`src/hdl/rx_engine_pkg.sv`:
```
// shared widths, header field offsets, request and state enums, stream structs

package rx_engine_pkg;

   ///////////////////////////////////////////////////////////////////////
   // widths
   ///////////////////////////////////////////////////////////////////////
   localparam int DATA_W     = 256;  // request stream and fifo word
   localparam int DW_W       = 32;
   localparam int LEN_W      = 11;   // dword count field
   localparam int CPL_ADDR_W = 11;   // address carried to the completion side

   ///////////////////////////////////////////////////////////////////////
   // header field positions in the first beat
   ///////////////////////////////////////////////////////////////////////
   localparam int HDR_ADDR_LSB = 2;    // dword address
   localparam int HDR_LEN_LSB  = 64;
   localparam int HDR_TYPE_LSB = 75;   // 4 bit request type
   localparam int HDR_RID_LSB  = 80;   // requester id
   localparam int HDR_TAG_LSB  = 96;
   localparam int HDR_TC_LSB   = 121;
   localparam int HDR_ATTR_LSB = 124;

   // request types we act on, all others are dropped
   typedef enum logic [3:0] {
      REQ_MEM_RD = 4'd0,
      REQ_MEM_WR = 4'd1
   } req_type_e;

   typedef enum logic [1:0] {
      RX_IDLE,        // waiting for a header
      RX_WR_PAYLOAD,  // passing write data to the aligner
      RX_RD_WAIT,     // completion request outstanding
      RX_DISCARD      // swallowing an unsupported packet
   } rx_state_e;

   typedef struct packed {
      logic [DATA_W-1:0] data;
      logic              last;
      logic [7:0]        byte_en;  // last dw be 7:4, first dw be 3:0
   } cq_beat_t;

   typedef struct packed {
      logic [2:0]            tc;
      logic [2:0]            attr;
      logic [LEN_W-1:0]      len;
      logic [15:0]           rid;
      logic [7:0]            tag;
      logic [7:0]            be;
      logic [CPL_ADDR_W-1:0] addr;
   } compl_req_t;

   typedef struct packed {
      logic [DATA_W-1:0] data;
      logic              first;  // header beat, dw0..3 in upper half
      logic              last;
      logic [LEN_W-1:0]  len;    // only valid with first
   } pay_beat_t;

endpackage

```
`src/hdl/cq_request_decoder.sv`:
```
// completer request decoder: sop tracking, header decode, rx fsm, completion request

`timescale 1ns/1ps

module cq_request_decoder #(
   parameter int ADDR_W = 11
) (
   input  logic                      clk,
   input  logic                      rst_n,
   input  rx_engine_pkg::cq_beat_t   cq_beat_i,
   input  logic                      cq_valid_i,
   output logic                      cq_ready_o,
   output rx_engine_pkg::compl_req_t compl_req_o,
   output logic                      compl_valid_o,
   input  logic                      compl_ready_i,
   output rx_engine_pkg::pay_beat_t  pay_beat_o,
   output logic                      pay_valid_o,
   input  logic                      pay_ready_i
);

   localparam int CPL_W = rx_engine_pkg::CPL_ADDR_W;

   rx_engine_pkg::rx_state_e        state_q;
   logic                            in_pkt_q;       // inside a packet, past its header
   logic                            sop;
   logic                            cq_acc;         // any beat taken
   logic                            hdr_acc;        // header beat taken in idle
   logic                            rd_one;         // single dw memory read
   logic [rx_engine_pkg::LEN_W-1:0] hdr_len;
   rx_engine_pkg::req_type_e        hdr_type;
   logic [ADDR_W-1:0]               hdr_addr;
   rx_engine_pkg::compl_req_t       compl_q;
   logic                            compl_valid_q;

   ///////////////////////////////////////////////////////////////////////
   // framing
   ///////////////////////////////////////////////////////////////////////
   always_ff @(posedge clk) begin
      if (!rst_n) begin
         in_pkt_q <= 1'b0;
      end else if (cq_acc && cq_beat_i.last) begin
         in_pkt_q <= 1'b0;  // tlast closes the packet
      end else if (sop && cq_ready_o) begin
         in_pkt_q <= 1'b1;
      end
   end

   assign sop     = !in_pkt_q && cq_valid_i;
   assign cq_acc  = cq_valid_i && cq_ready_o;
   assign hdr_acc = sop && cq_ready_o && (state_q == rx_engine_pkg::RX_IDLE);

   // header fields, meaningful only on the first beat
   assign hdr_len  = cq_beat_i.data[rx_engine_pkg::HDR_LEN_LSB +: rx_engine_pkg::LEN_W];
   assign hdr_type = rx_engine_pkg::req_type_e'(cq_beat_i.data[rx_engine_pkg::HDR_TYPE_LSB +: 4]);
   assign hdr_addr = cq_beat_i.data[rx_engine_pkg::HDR_ADDR_LSB +: ADDR_W];
   assign rd_one   = (hdr_type == rx_engine_pkg::REQ_MEM_RD) &&
                     (hdr_len == rx_engine_pkg::LEN_W'(1));

   // ready follows the state, aligner back-pressure whenever it may be fed
   always_comb begin
      case (state_q)
         rx_engine_pkg::RX_RD_WAIT: cq_ready_o = 1'b0;
         rx_engine_pkg::RX_DISCARD: cq_ready_o = 1'b1;
         default:                   cq_ready_o = pay_ready_i;
      endcase
   end

   ///////////////////////////////////////////////////////////////////////
   // receive fsm
   ///////////////////////////////////////////////////////////////////////
   always_ff @(posedge clk) begin
      if (!rst_n) begin
         state_q       <= rx_engine_pkg::RX_IDLE;
         compl_valid_q <= 1'b0;
      end else begin
         case (state_q)
            rx_engine_pkg::RX_IDLE: begin
               if (hdr_acc) begin
                  if (rd_one) begin
                     compl_valid_q <= 1'b1;  // hand off to completion tx
                     state_q       <= rx_engine_pkg::RX_RD_WAIT;
                  end else if (hdr_type == rx_engine_pkg::REQ_MEM_WR) begin
                     if (!cq_beat_i.last) begin
                        state_q <= rx_engine_pkg::RX_WR_PAYLOAD;
                     end
                  end else if (!cq_beat_i.last) begin
                     state_q <= rx_engine_pkg::RX_DISCARD;  // other reads, other types
                  end
               end
            end
            rx_engine_pkg::RX_WR_PAYLOAD,
            rx_engine_pkg::RX_DISCARD: begin
               if (cq_acc && cq_beat_i.last) begin
                  state_q <= rx_engine_pkg::RX_IDLE;
               end
            end
            rx_engine_pkg::RX_RD_WAIT: begin
               if (compl_ready_i) begin
                  compl_valid_q <= 1'b0;
                  state_q       <= rx_engine_pkg::RX_IDLE;
               end
            end
            default: state_q <= rx_engine_pkg::RX_IDLE;
         endcase
      end
   end

   // completion fields, captured with the read header
   always_ff @(posedge clk) begin
      if (hdr_acc && rd_one) begin
         compl_q.tc   <= cq_beat_i.data[rx_engine_pkg::HDR_TC_LSB +: 3];
         compl_q.attr <= cq_beat_i.data[rx_engine_pkg::HDR_ATTR_LSB +: 3];
         compl_q.len  <= hdr_len;
         compl_q.rid  <= cq_beat_i.data[rx_engine_pkg::HDR_RID_LSB +: 16];
         compl_q.tag  <= cq_beat_i.data[rx_engine_pkg::HDR_TAG_LSB +: 8];
         compl_q.be   <= cq_beat_i.byte_en;
         compl_q.addr <= CPL_W'(hdr_addr);
      end
   end

   assign compl_req_o   = compl_q;
   assign compl_valid_o = compl_valid_q;

   ///////////////////////////////////////////////////////////////////////
   // payload stream to the aligner
   ///////////////////////////////////////////////////////////////////////
   assign pay_valid_o = cq_valid_i &&
                        ((state_q == rx_engine_pkg::RX_WR_PAYLOAD) ||
                         (hdr_acc && (hdr_type == rx_engine_pkg::REQ_MEM_WR)));

   assign pay_beat_o.data  = cq_beat_i.data;
   assign pay_beat_o.first = (state_q == rx_engine_pkg::RX_IDLE);  // header beat
   assign pay_beat_o.last  = cq_beat_i.last;
   assign pay_beat_o.len   = hdr_len;

   // request must hold until the completion side takes it
   a_compl_hold : assert property (
      @(posedge clk) disable iff (!rst_n)
      compl_valid_o && !compl_ready_i |=> compl_valid_o && $stable(compl_req_o)
   ) else $error("completion request changed before handshake");

endmodule

```
`src/hdl/rx_engine_top.sv`:
```
// rx engine top: request decoder, write payload aligner and throughput meter

`timescale 1ns/1ps

module rx_engine_top #(
   parameter int ADDR_W        = 11,
   parameter int WINDOW_CYCLES = 25000000
) (
   input  logic                             clk,
   input  logic                             rst_n,
   // completer request stream
   input  rx_engine_pkg::cq_beat_t          cq_beat_i,
   input  logic                             cq_valid_i,
   output logic                             cq_ready_o,
   // read completion request
   output rx_engine_pkg::compl_req_t        compl_req_o,
   output logic                             compl_valid_o,
   input  logic                             compl_ready_i,
   // write data fifo
   output logic [rx_engine_pkg::DATA_W-1:0] fifo_word_o,
   output logic                             fifo_valid_o,
   input  logic                             fifo_ready_i,
   // throughput
   input  logic                             meter_clear_i,
   output logic [31:0]                      window_count_o,
   output logic                             window_done_o
);

   rx_engine_pkg::pay_beat_t pay_beat;
   logic                     pay_valid;
   logic                     pay_ready;
   logic                     word_accept;

   assign word_accept = fifo_valid_o && fifo_ready_i;

   cq_request_decoder #(
      .ADDR_W (ADDR_W)
   ) i_cq_request_decoder (
      .clk           (clk),
      .rst_n         (rst_n),
      .cq_beat_i     (cq_beat_i),
      .cq_valid_i    (cq_valid_i),
      .cq_ready_o    (cq_ready_o),
      .compl_req_o   (compl_req_o),
      .compl_valid_o (compl_valid_o),
      .compl_ready_i (compl_ready_i),
      .pay_beat_o    (pay_beat),
      .pay_valid_o   (pay_valid),
      .pay_ready_i   (pay_ready)
   );

   write_payload_aligner i_write_payload_aligner (
      .clk          (clk),
      .rst_n        (rst_n),
      .pay_beat_i   (pay_beat),
      .pay_valid_i  (pay_valid),
      .pay_ready_o  (pay_ready),
      .fifo_word_o  (fifo_word_o),
      .fifo_valid_o (fifo_valid_o),
      .fifo_ready_i (fifo_ready_i)
   );

   throughput_meter #(
      .WINDOW_CYCLES (WINDOW_CYCLES)
   ) i_throughput_meter (
      .clk            (clk),
      .rst_n          (rst_n),
      .meter_clear_i  (meter_clear_i),
      .word_accept_i  (word_accept),
      .window_count_o (window_count_o),
      .window_done_o  (window_done_o)
   );

endmodule

```
`src/hdl/throughput_meter.sv`:
```
// throughput meter: free running window counter, accepted fifo words per window

`timescale 1ns/1ps

module throughput_meter #(
   parameter int WINDOW_CYCLES = 25000000
) (
   input  logic        clk,
   input  logic        rst_n,
   input  logic        meter_clear_i,
   input  logic        word_accept_i,   // fifo valid and ready
   output logic [31:0] window_count_o,
   output logic        window_done_o
);

   localparam logic [31:0] WIN_LAST = WINDOW_CYCLES;

   logic [31:0] win_cnt_q;   // 0 .. WINDOW_CYCLES
   logic [31:0] word_cnt_q;
   logic [31:0] count_q;     // last finished window
   logic        done_q;
   logic        wrap;

   assign wrap = (win_cnt_q == WIN_LAST);  // boundary cycle

   ///////////////////////////////////////////////////////////////////////
   // window timing
   ///////////////////////////////////////////////////////////////////////
   always_ff @(posedge clk) begin
      if (!rst_n) begin
         win_cnt_q <= '0;
      end else if (meter_clear_i) begin
         win_cnt_q <= '0;
      end else if (wrap) begin
         win_cnt_q <= '0;
      end else begin
         win_cnt_q <= win_cnt_q + 32'd1;
      end
   end

   // word count, snapshot at the wrap
   always_ff @(posedge clk) begin
      if (!rst_n) begin
         word_cnt_q <= '0;
         count_q    <= '0;
         done_q     <= 1'b0;
      end else if (meter_clear_i) begin
         word_cnt_q <= '0;
         count_q    <= '0;
         done_q     <= 1'b0;
      end else begin
         done_q <= wrap;  // one cycle pulse
         if (wrap) begin
            count_q    <= word_cnt_q;
            word_cnt_q <= {31'd0, word_accept_i};  // boundary accept opens next window
         end else if (word_accept_i) begin
            word_cnt_q <= word_cnt_q + 32'd1;
         end
      end
   end

   assign window_count_o = count_q;
   assign window_done_o  = done_q;

endmodule

```
`src/hdl/write_payload_aligner.sv`:
```
// write payload aligner: half-beat stitching into dw ordered fifo words, flush, back-pressure

`timescale 1ns/1ps

module write_payload_aligner (
   input  logic                              clk,
   input  logic                              rst_n,
   input  rx_engine_pkg::pay_beat_t          pay_beat_i,
   input  logic                              pay_valid_i,
   output logic                              pay_ready_o,
   output logic [rx_engine_pkg::DATA_W-1:0]  fifo_word_o,
   output logic                              fifo_valid_o,
   input  logic                              fifo_ready_i
);

   localparam int HALF_W = rx_engine_pkg::DATA_W / 2;
   localparam int SLOTS  = rx_engine_pkg::DATA_W / rx_engine_pkg::DW_W;

   logic [HALF_W-1:0]                hold_q;     // upper half of previous beat
   logic [rx_engine_pkg::LEN_W-1:0]  rem_q;      // dws left, counted from hold_q
   logic [rx_engine_pkg::DATA_W-1:0] word_q;
   logic                             valid_q;
   logic                             flush_q;    // held half still owed after tlast
   logic                             pay_acc;
   logic                             word_take;
   logic                             word_load;
   logic [rx_engine_pkg::DATA_W-1:0] word_nxt;
   logic [HALF_W-1:0]                pay_lo;
   logic [HALF_W-1:0]                pay_hi;

   // zero every dw slot at or past n_dw
   function automatic logic [rx_engine_pkg::DATA_W-1:0] dw_mask(
      input logic [rx_engine_pkg::DATA_W-1:0] word,
      input logic [rx_engine_pkg::LEN_W-1:0]  n_dw
   );
      logic [rx_engine_pkg::DATA_W-1:0] res;
      res = '0;
      for (int i = 0; i < SLOTS; i++) begin
         if (i < int'(n_dw)) begin
            res[i*rx_engine_pkg::DW_W +: rx_engine_pkg::DW_W] =
               word[i*rx_engine_pkg::DW_W +: rx_engine_pkg::DW_W];
         end
      end
      return res;
   endfunction

   assign pay_lo = pay_beat_i.data[HALF_W-1:0];
   assign pay_hi = pay_beat_i.data[rx_engine_pkg::DATA_W-1 -: HALF_W];

   assign pay_ready_o = !valid_q && !flush_q;  // one word in flight at most
   assign pay_acc     = pay_valid_i && pay_ready_o;
   assign word_take   = valid_q && fifo_ready_i;

   ///////////////////////////////////////////////////////////////////////
   // next word select
   ///////////////////////////////////////////////////////////////////////
   always_comb begin
      word_load = 1'b0;
      word_nxt  = '0;
      if (word_take && flush_q) begin
         word_load = 1'b1;  // tail dws, straight after the previous word
         word_nxt  = dw_mask({{HALF_W{1'b0}}, hold_q}, rem_q);
      end else if (pay_acc) begin
         if (pay_beat_i.first) begin
            if (pay_beat_i.len <= rx_engine_pkg::LEN_W'(4)) begin
               word_load = 1'b1;  // whole write sits in the header beat
               word_nxt  = dw_mask({{HALF_W{1'b0}}, pay_hi}, pay_beat_i.len);
            end
         end else begin
            word_load = 1'b1;
            word_nxt  = dw_mask({pay_lo, hold_q}, rem_q);
         end
      end
   end

   ///////////////////////////////////////////////////////////////////////
   // control
   ///////////////////////////////////////////////////////////////////////
   always_ff @(posedge clk) begin
      if (!rst_n) begin
         valid_q <= 1'b0;
         flush_q <= 1'b0;
         rem_q   <= '0;
      end else begin
         if (word_load) begin
            valid_q <= 1'b1;
         end else if (word_take) begin
            valid_q <= 1'b0;
         end

         if (word_take) begin
            flush_q <= 1'b0;
         end else if (pay_acc && !pay_beat_i.first) begin
            // tail left in the upper half
            flush_q <= pay_beat_i.last && (rem_q > rx_engine_pkg::LEN_W'(8));
         end

         if (pay_acc) begin
            if (pay_beat_i.first) begin
               rem_q <= pay_beat_i.len;
            end else if (rem_q > rx_engine_pkg::LEN_W'(8)) begin
               rem_q <= rem_q - rx_engine_pkg::LEN_W'(8);
            end else begin
               rem_q <= '0;
            end
         end
      end
   end

   // data path
   always_ff @(posedge clk) begin
      if (pay_acc) begin
         hold_q <= pay_hi;
      end
      if (word_load) begin
         word_q <= word_nxt;
      end
   end

   assign fifo_word_o  = word_q;
   assign fifo_valid_o = valid_q;

   a_fifo_hold : assert property (
      @(posedge clk) disable iff (!rst_n)
      fifo_valid_o && !fifo_ready_i |=> fifo_valid_o && $stable(fifo_word_o)
   ) else $error("fifo word changed before it was accepted");

endmodule

```
`config.mk`:
```
export PLATFORM = sky130hd
export DESIGN_NAME = rx_engine_top
export DESIGN_NICKNAME = d
export VERILOG_FILES = /design/src/hdl/rx_engine_pkg.sv /design/src/hdl/cq_request_decoder.sv /design/src/hdl/rx_engine_top.sv /design/src/hdl/throughput_meter.sv /design/src/hdl/write_payload_aligner.sv
export SDC_FILE = /design/constraint.sdc
export NUM_CORES = 1
export LEC_CHECK = 0
export ABC_AREA = 1
export BUFFER_PORTS_ARGS = -buffer_cell sky130_fd_sc_hd__buf_2
export CAP_MARGIN = 25
export CORE_MARGIN = 2
export CORE_UTILIZATION = 42
export DETAILED_ROUTE_END_ITERATION = 8
export PLACE_DENSITY = 0.63
export SLEW_MARGIN = 20
export SYNTH_ARGS = -nofsm -noshare
export SYNTH_HDL_FRONTEND = slang
export SYNTH_SLANG_ARGS = --single-unit
```
`constraint.sdc`:
```
create_clock -name clk -period 11.3 [get_ports clk]
set_input_delay 2.26 -clock clk [delete_from_list [all_inputs] [get_ports clk]]
set_output_delay 2.26 -clock clk [all_outputs]
set_load 0.01 [all_outputs]
```
; ---- After elaboration in Yosys (flattened, before gate mapping)
; Index checks and enable logic that the tools add are counted.
; Widths: inputs -> output; s select.
[op_classes]
n_addsub = 3
n_mul = 0
n_div = 0
order_cmp = 14
eq_ne = 11
shifts = 0
muxes = 39
bitwise_logic = 2
reduce_logical = 33
[ops]
columns = op, n
row1 = $mux 128, 3
row2 = $mux 32, 12
row3 = $mux 256, 1
row4 = $add 32x1->32 const B, 2
row5 = $lt 1x11->1 const A, 4
row6 = $lt 2x11->1 const A, 4
row7 = $lt 3x11->1 const A, 4
row8 = $eq 32x25->1 const B, 1
row9 = $mux 11, 2
row10 = $logic_and 1x1->1, 15
row11 = $mux 2, 7
row12 = $eq 11x1->1 const B, 1
row13 = $gt 11x4->1 const B, 1
row14 = $le 11x3->1 const B, 1
row15 = $mux 1, 11
row16 = $sub 11x4->11 const B, 1
row17 = $reduce_or 2->1, 5
row18 = $reduce_and 4->1, 2
row19 = $ne 2x2->1 const B, 3
row20 = $pmux 2 s3, 1
row21 = $reduce_bool 2->1, 3
row22 = $eq 2x2->1 const B, 2
row23 = $eq 4x1->1 const B, 1
row24 = $logic_not 1->1, 4
row25 = 9 further kinds, 11
[totals]
ff_bits = 558
latch_bits = 0
ramBits = 0
mem_bits_ro = 0
input_bits = 271
output_inout_bits = 352
elab_cells = 123
n_memories = 0

; ---- Longest topological paths before layout
; Gate-level depths: netlist of run 1.
[depth]
ltp_word = 12
ltp_mapped = 13
depth_no_buf = 13

; ---- By module
; A second synthesis of run 1 with hierarchy kept.
[hier_totals]
cells_unflattened = 2570
area_unflattened_um2 = 25359.3
[modules_own_cells]
columns = mod, instances, cells_per_inst, area_each_um2, seq_area_each_um2
row1 = write_payload_aligner, 1, 1464, 16542.1, 11791.3
row2 = throughput_meter, 1, 712, 4638.2, 1941.9
row3 = cq_request_decoder, 1, 392, 4171.5, 1881.8
row4 = rx_engine_top, 1, 2, 7.5, 0.0

; ---- Worst setup path before layout of run 1
; Ideal clock, no wire load.
[synth_timing]
path_kind = input to register
from = input port cq_beat_i[74] in the netlist's numbering
to = register i_write_payload_aligner.word_q (netlist bit i_write_payload_aligner.fifo_word_o[0]) (enable)
setup_ns = 0.607
arrival_ns = 8.299
t_required_ns = 10.693
setup_slack_ns = 2.394
stages = 9
n_path_buf = 2
cell_sequence = inv_1 nand2_1 nor4_2 nand2_1 nand3_1 nand2_1 buf_2 buf_2 inv_1
[synth_via]
elab_chain_len = 5
[synth_rtl]
columns = item, line_no
row1 = from (decl), rx_engine_top.sv:12  ; input rx_engine_pkg::cq_beat_t cq_beat_i,
row2 = $le 11x3->1, write_payload_aligner.sv:65  ; if (pay_beat_i.len <= rx_engine_pkg::LEN_W'(4)) begin
row3 = $mux 1, write_payload_aligner.sv:65
row4 = $mux 1, write_payload_aligner.sv:64  ; if (pay_beat_i.first) begin
row5 = $mux 1, write_payload_aligner.sv:63  ; end else if (pay_acc) begin
row6 = $mux 1, write_payload_aligner.sv:60  ; if (word_take && flush_q) begin
row7 = via i_write_payload_aligner.word_load, write_payload_aligner.sv:26  ; logic word_load;
row8 = to (signal assigned), write_payload_aligner.sv:116  ; word_q <= word_nxt;
row9 = to (decl), write_payload_aligner.sv:21  ; logic [rx_engine_pkg::DATA_W-1:0] word_q;
; The timed path passes the listed nets, and every way through them passes these cells.
; A chain may end at the register's enable or synchronous reset.

; ---- Worst setup path after layout of run 1
[layout_timing]
from = input port fifo_ready_i
to = register i_write_payload_aligner.word_q (netlist bit i_write_payload_aligner.fifo_word_o[137]) (enable)
[layout_via]
elab_chain_len = 3
[layout_rtl]
columns = item, line_no
row1 = from (decl), rx_engine_top.sv:22  ; input logic fifo_ready_i,
row2 = $logic_and 1x1->1, write_payload_aligner.sv:52  ; assign word_take = valid_q && fifo_ready_i;
row3 = $logic_and 1x1->1, write_payload_aligner.sv:60
row4 = $mux 1, write_payload_aligner.sv:60
row5 = via i_write_payload_aligner.word_load, write_payload_aligner.sv:26
; The timed path passes the listed nets, and every way through them passes these cells.

==> flow_summary.ini, run 1 <==
[status]
outcome = completed

[detailed_routing]
drt_pass1_iterations = 5
drc = 0
wl_per_cell_um = 18.39
vias_per_cell = 4.927
drtIter0Drc = 1348
drt_wl_total_mm = 69.68
drtAntennaViolNets = 0
num_vias = 18670

[clocking]
clock-sinks = 558
cts-resized-gates = 0
clk_latency_ns = 0.63
cts-hold-fix-buffers = 0
cts_tree = built
numCtsBuffers = 59
clkTransAtPathRegs_ns = 0.06
postCtsSetupRepairBufs = 0
cts_buffer_depth = 3
root_buffer = clkbuf_16
htreeDepth = 2

[setup_path]
cp-start-kind = input pin
cp-startpoint = fifo_ready_i
required_ns = 11.59
crit_fanout = 111
worstPathArrival_ns = 6.20
cp-endpoint = i_write_payload_aligner.fifo_word_o[137]
end_kind = flop
r2r_end = i_write_payload_aligner.fifo_word_o[137]
worstReg2RegStart = i_write_payload_aligner.fifo_valid_o
r2r_slack_ns = 6.60
rr_worst_depth = 10
crit_type = input pin to flop

[logic_synthesis]
syn_inst = 2382
synth_seq_cells = 558
synth_cell_type_count = 38
yosysTopAreaCellShare_pct = 56.86
synth_commonest_cells = 639 x nand2_1, 444 x edfxtp_1, 346 x nor2_1
synth_area_per_cell_um2 = 9.845
yosysWarnings = 0
synth_top_area_cell = edfxtp_1
syn_area_mm2 = 0.02345
ys.flop_type = edfxtp_1
ys_async_sr_fraction_pct = 0
synthesis.nets = 2659
ys_seq_area_share_pct = 66.59
yosysMostFrequentCell = nand2_1
synth_edf_count = 444
synth_top_cells_by_area = edfxtp_1 57%, nand2_1 10%, dfxtp_1 9.7%, nor2_1 5.5%, inv_1 4.0%

[layout]
nFillCells = 4988
drive_gt1_share_pct = 25.94
area_delta_synth_final_pct = 25.29
nets = 3259

[sta]
fmax_mhz = 169.2
finalHoldViolCount = 0
finalHoldWorstSlack_ns = 0.4521
slew_headroom_pct = 30.74
fin_skew_ns = 0.02427
period_minus_slack_ns = 5.909
fin_crit_sh_pct = 52.29
drv_slew = 0
tightest_slew_ns = 1.039
fin_tns_setup_ns = 0
worst_slack_ns = 5.391
grt_setup_unrepaired = false
finalSetupViolCount = 0

[global_route]
grt_pass1_vias = 17740
grt_max_degree = 112
grt_pass1_wl_mm = 103.1
antenna_found_initial = 13
grt-ovfl-total = 0
grt_usage_pct = 23.13

[die]
die_w_um = 240.3
start_util_pct = 42.48
row_count = 86
core_mm2 = 0.05520
boundaryPins = 623
die_area_mm2 = 0.05774
die_y_um = 240.3

[flow_run]
drv_cap = 0

[min_path]
hold_start = i_throughput_meter.window_count_o[23]
hold_class = flop to flop

[power_and_ir_drop]
power_leakage_nw = 12.26
irDropWorstVdd_v = 0.0001345
powerDensity_mw_per_mm2 = 193.0

[placement]
routabilityCongestion = 0.9158
pre_cts_slack_ns = 4.617
dpl.hpwl_mm = 48.49
numPortBuffers = 622
[where the power goes]
group | switching (mW) | internal (mW)
sequential | 0.0399 | 2.38
combinational | 0.879 | 0.379
clock | 0.832 | 1.16
total | 1.75 | 3.92
[metal layers]
| layer | routed length, µm | up-vias | track usage [%] |
|---|---|---|---|
| met1 | 27900 | 8869 | 28.89 |
| li1 | - | 8988 | - |
| met4 | 2329 | 4 | 8.338 |
| met3 | 4492 | 129 | 4.305 |
| met5 | 27 | - | 0 |
| met2 | 34930 | 677 | 40.04 |
[metrics by stage]
| step | utilization, % | power [mW] | cell area, µm² | std cells |
|---|---|---|---|---|
| after floorplan | - | 3.328 | 23450 | 2382 |
| after global placement | 49.33 | 3.664 | 27230 | 3664 |
| after detailed placement | 49.41 | 3.694 | 27280 | 3666 |
| after CTS | 53.02 | 5.698 | 29270 | 3775 |
| after global routing | 53.22 | 5.955 | 29380 | 3789 |
| final | 53.22 | 5.672 | 29380 | 3789 |
[state kept, by name (all words and copies together) (netlist names)]
register / cells
i_write_payload_aligner.fifo_valid_o: 1
i_throughput_meter.win_cnt_q: 32
i_throughput_meter.word_cnt_q: 32
i_cq_request_decoder.compl_valid_o: 1
i_write_payload_aligner.hold_q: 128
i_cq_request_decoder.compl_req_o: 60
i_write_payload_aligner.fifo_word_o: 256
i_write_payload_aligner.rem_q: 11
i_cq_request_decoder.state_q: 2
i_cq_request_decoder.in_pkt_q: 1
i_throughput_meter.window_done_o: 1
i_write_payload_aligner.flush_q: 1
i_throughput_meter.window_count_o: 32
[how the worst min path moves through the flow]
| stage | to | slack, ns | cells after the start |
|---|---|---|---|
| final | i_throughput_meter.window_count_o[23] | 0.45 | 2 |
| after floorplan | i_throughput_meter.window_count_o[28] | 0.44 | 2 |
| after global placement | i_throughput_meter.window_count_o[18] | 0.44 | 2 |
| after global routing | i_throughput_meter.window_count_o[2] | 0.47 | 2 |
| after detailed placement | i_throughput_meter.window_count_o[22] | 0.44 | 2 |
| after CTS | i_throughput_meter.window_count_o[22] | 0.45 | 2 |
[worst max-delay path: stages]
cell and delay (ns):
buf_2 0.11, nand2_1 0.33, inv_1 0.44, nand2_1 0.30
nand2_4 0.38, clkinv_2 0.48, nand3_1 0.25, nand2_2 0.12
inv_8 0.52, buf_4 0.47, buf_16 0.31
[layout by cell type (no fill, tap or decap), types with 2 or more instances in the layout]
cell type | synthesis | final
a21oi_1 | 146 | 146
buf_16 | 0 | 4
buf_2 | 25 | 622
buf_4 | 1 | 20
bufinv_16 | 0 | 7
clkbuf_1 | 76 | 13
clkbuf_16 | 0 | 61
clkinv_1 | 0 | 6
clkinv_2 | 0 | 9
clkinv_4 | 0 | 3
clkinv_8 | 0 | 2
clkinvlp_4 | 0 | 4
dfxtp_1 | 114 | 113
diode_2 | 0 | 11
edfxtp_1 | 444 | 444
ha_1 | 6 | 6
inv_1 | 249 | 247
inv_6 | 0 | 2
nand2_1 | 639 | 635
nand2_2 | 3 | 6
nand3_1 | 148 | 148
nand3b_1 | 8 | 8
nand4_1 | 5 | 5
nor2_1 | 346 | 346
nor2_2 | 25 | 24
nor3_1 | 28 | 27
nor3_2 | 3 | 4
nor3b_1 | 34 | 34
o21ai_0 | 40 | 40
or2_2 | 3 | 4
xnor2_1 | 4 | 4
xor2_1 | 15 | 15
[cell type report]
cell class / count / area, µm² / share of cell area (%)
flip-flops and latches: 558 / 15620 / 53.15
multi-input cells: 1466 / 6471 / 22.03
repair buffers: 647 / 3388 / 11.53
clock buffers: 75 / 1589 / 5.409
inverters: 250 / 947.2 / 3.224
well taps: 748 / 935.9 / 3.186
clock inverters: 34 / 404.1 / 1.376
diodes: 11 / 27.53 / 0.09369
[cells by family (layout without fill, tap and decap cells)]
| family | count (synthesis) | count (layout) | synth area share [%] |
|---|---|---|---|
| and+or+nand+nor | 1248 | 1248 | 22.17 |
| DFF | 558 | 558 | 66.59 |
| buffers and inverters | 358 | 1006 | 5.976 |
| AOI/OAI and AO/OA | 193 | 193 | 4.237 |
| xor gates and xnor gates | 19 | 19 | 0.7096 |
| adders and majority gates | 6 | 6 | 0.3201 |
| other | 0 | 11 | 0 |
Power figures use the tool's default switching activity.
==> run 2: changes to the inputs <==
clock period = 6 ns   (was 11.3 ns; I/O delays follow)
==> flow_summary.ini, run 2 (same netlist as run 1, synthesis figures left out) <==
[status]
outcome = completed

[detailed_routing]
vias_per_cell = 4.883
drt_wl_total_mm = 71.50
drtIter0Drc = 1302
drtAntennaViolNets = 0
drt_pass1_iterations = 5
wl_per_cell_um = 18.81
num_vias = 18560
drc = 0

[die]
die_area_mm2 = 0.05774
start_util_pct = 42.48
die_w_um = 240.3
core_mm2 = 0.05520
die_y_um = 240.3
boundaryPins = 623
row_count = 86

[clocking]
postCtsSetupRepairBufs = 0
numCtsBuffers = 59
htreeDepth = 2
clock-sinks = 558
clk_latency_ns = 0.61
cts_buffer_depth = 3
cts-resized-gates = 0
cts_tree = built
clkTransAtPathRegs_ns = 0.06
root_buffer = clkbuf_16
cts-hold-fix-buffers = 0

[layout]
nets = 3264
final_util_pct = 53.35
largest_register_ffs = 256
fin_cells = 3801
drive_gt1_share_pct = 26.39
design_area_mm2 = 0.02945
final_cell_mix = 632 x nand2_1, 622 x buf_2, 444 x edfxtp_1, 344 x nor2_1, 241 x inv_1
area_delta_synth_final_pct = 25.59
nFillCells = 4955
final_common_cell = nand2_1

[sta]
fin_tns_setup_ns = 0
grt_setup_unrepaired = false
fmax_mhz = 265.6
tightest_slew_ns = 0.9602
fin_skew_ns = 0.01835
worst_slack_ns = 2.235
drv_slew = 0
finalSetupViolCount = 0
slew_headroom_pct = 35.99
finalHoldViolCount = 0
fin_crit_sh_pct = 62.75
period_minus_slack_ns = 3.765
finalHoldWorstSlack_ns = 0.4480

[global_route]
grt_pass1_wl_mm = 105.1
grt-ovfl-total = 0
grt_usage_pct = 23.82
antenna_found_initial = 23
grt_pass1_vias = 17730
grt_max_degree = 140

[setup_path]
worstReg2RegStart = i_write_payload_aligner.fifo_valid_o
r2r_end = i_write_payload_aligner.fifo_word_o[56]
cp-start-kind = input pin
crit_fanout = 61
worstPathArrival_ns = 4.07
rr_worst_depth = 9
required_ns = 6.31
r2r_slack_ns = 2.48
crit_type = input pin to flop
end_kind = flop

[placement]
pre_cts_slack_ns = 1.577
numPlacedInstances = 3672
routabilityCongestion = 0.9067
numPortBuffers = 622
dpl-instance-area_mm2 = 0.02741
dpl.hpwl_mm = 50.17

[power_and_ir_drop]
power_leakage_nw = 12.28
irDropWorstVdd_v = 0.0002342
powerDensity_mw_per_mm2 = 360.0
finalPower_mw = 10.60

[min_path]
holdPathEnd = i_throughput_meter.window_count_o[5]
min_path_cells = 2
hold_class = flop to flop
hold_start = i_throughput_meter.window_count_o[5]

[flow_run]
drv_cap = 0
-- run 2: changes by cell type in the layout (fill, tap and decap cells not counted), moves of 3 or more --
cell	previous run	this run
diode_2	11	18
inv_1	247	241
buf_12	0	5
clkbuf_1	13	8
clkinv_1	6	11
clkinv_2	9	13
buf_16	4	1
buf_4	20	23
clkbuf_8	1	4
nand2_1	635	632
-- run 2: area by class of cell --
type | instances | area (µm²) | share of cell area (%)
Clock inverter | 33 | 292.8 | 0.9941
Multi-Input combinational cell | 1466 | 6500 | 22.07
Tap cell | 748 | 935.9 | 3.178
Antenna cell | 18 | 45.04 | 0.1529
Timing Repair Buffer | 652 | 3425 | 11.63
Clock buffer | 76 | 1667 | 5.659
Inverter | 250 | 970.9 | 3.297
Sequential cell | 558 | 15620 | 53.02
-- run 2: how the worst max path moves through the flow --
stage,startpoint,end,slack (ns),cells after the start
floorplan,cq_beat_i[87],i_write_payload_aligner.fifo_word_o[0],-0.19,11
global placement,fifo_ready_i,i_write_payload_aligner.fifo_word_o[211],1.59,10
detailed placement,fifo_ready_i,i_write_payload_aligner.fifo_word_o[220],1.58,10
CTS,fifo_ready_i,i_write_payload_aligner.fifo_word_o[210],2.24,10
global route,fifo_ready_i,i_write_payload_aligner.fifo_word_o[118],2.09,10
finish,fifo_ready_i,i_write_payload_aligner.fifo_word_o[56],2.24,10
-- run 2: report_power, final --
group,internal (mW),switching [mW]
clock network,2.16,1.52
logic,0.694,1.67
registers,4.48,0.0702
-- run 2: per-layer routing --
metal | track usage [%] | vias up | share of wire [%]
li1 | - | 9006 | -
met1 | 28.72 | 8776 | 39
met2 | 40.71 | 643 | 50
met3 | 5.993 | 125 | 7.2
met4 | 9.674 | 10 | 3.2
met5 | 0 | - | 0.090
-- run 2: worst max-delay path, stage by stage --
cell	delay [ns]
buf_2	0.11
nand2_2	0.26
inv_2	0.20
nand2_2	0.20
nand2_4	0.08
inv_4	0.40
nand3_1	0.16
nand2_2	0.12
clkinvlp_4	0.74
buf_12	0.51
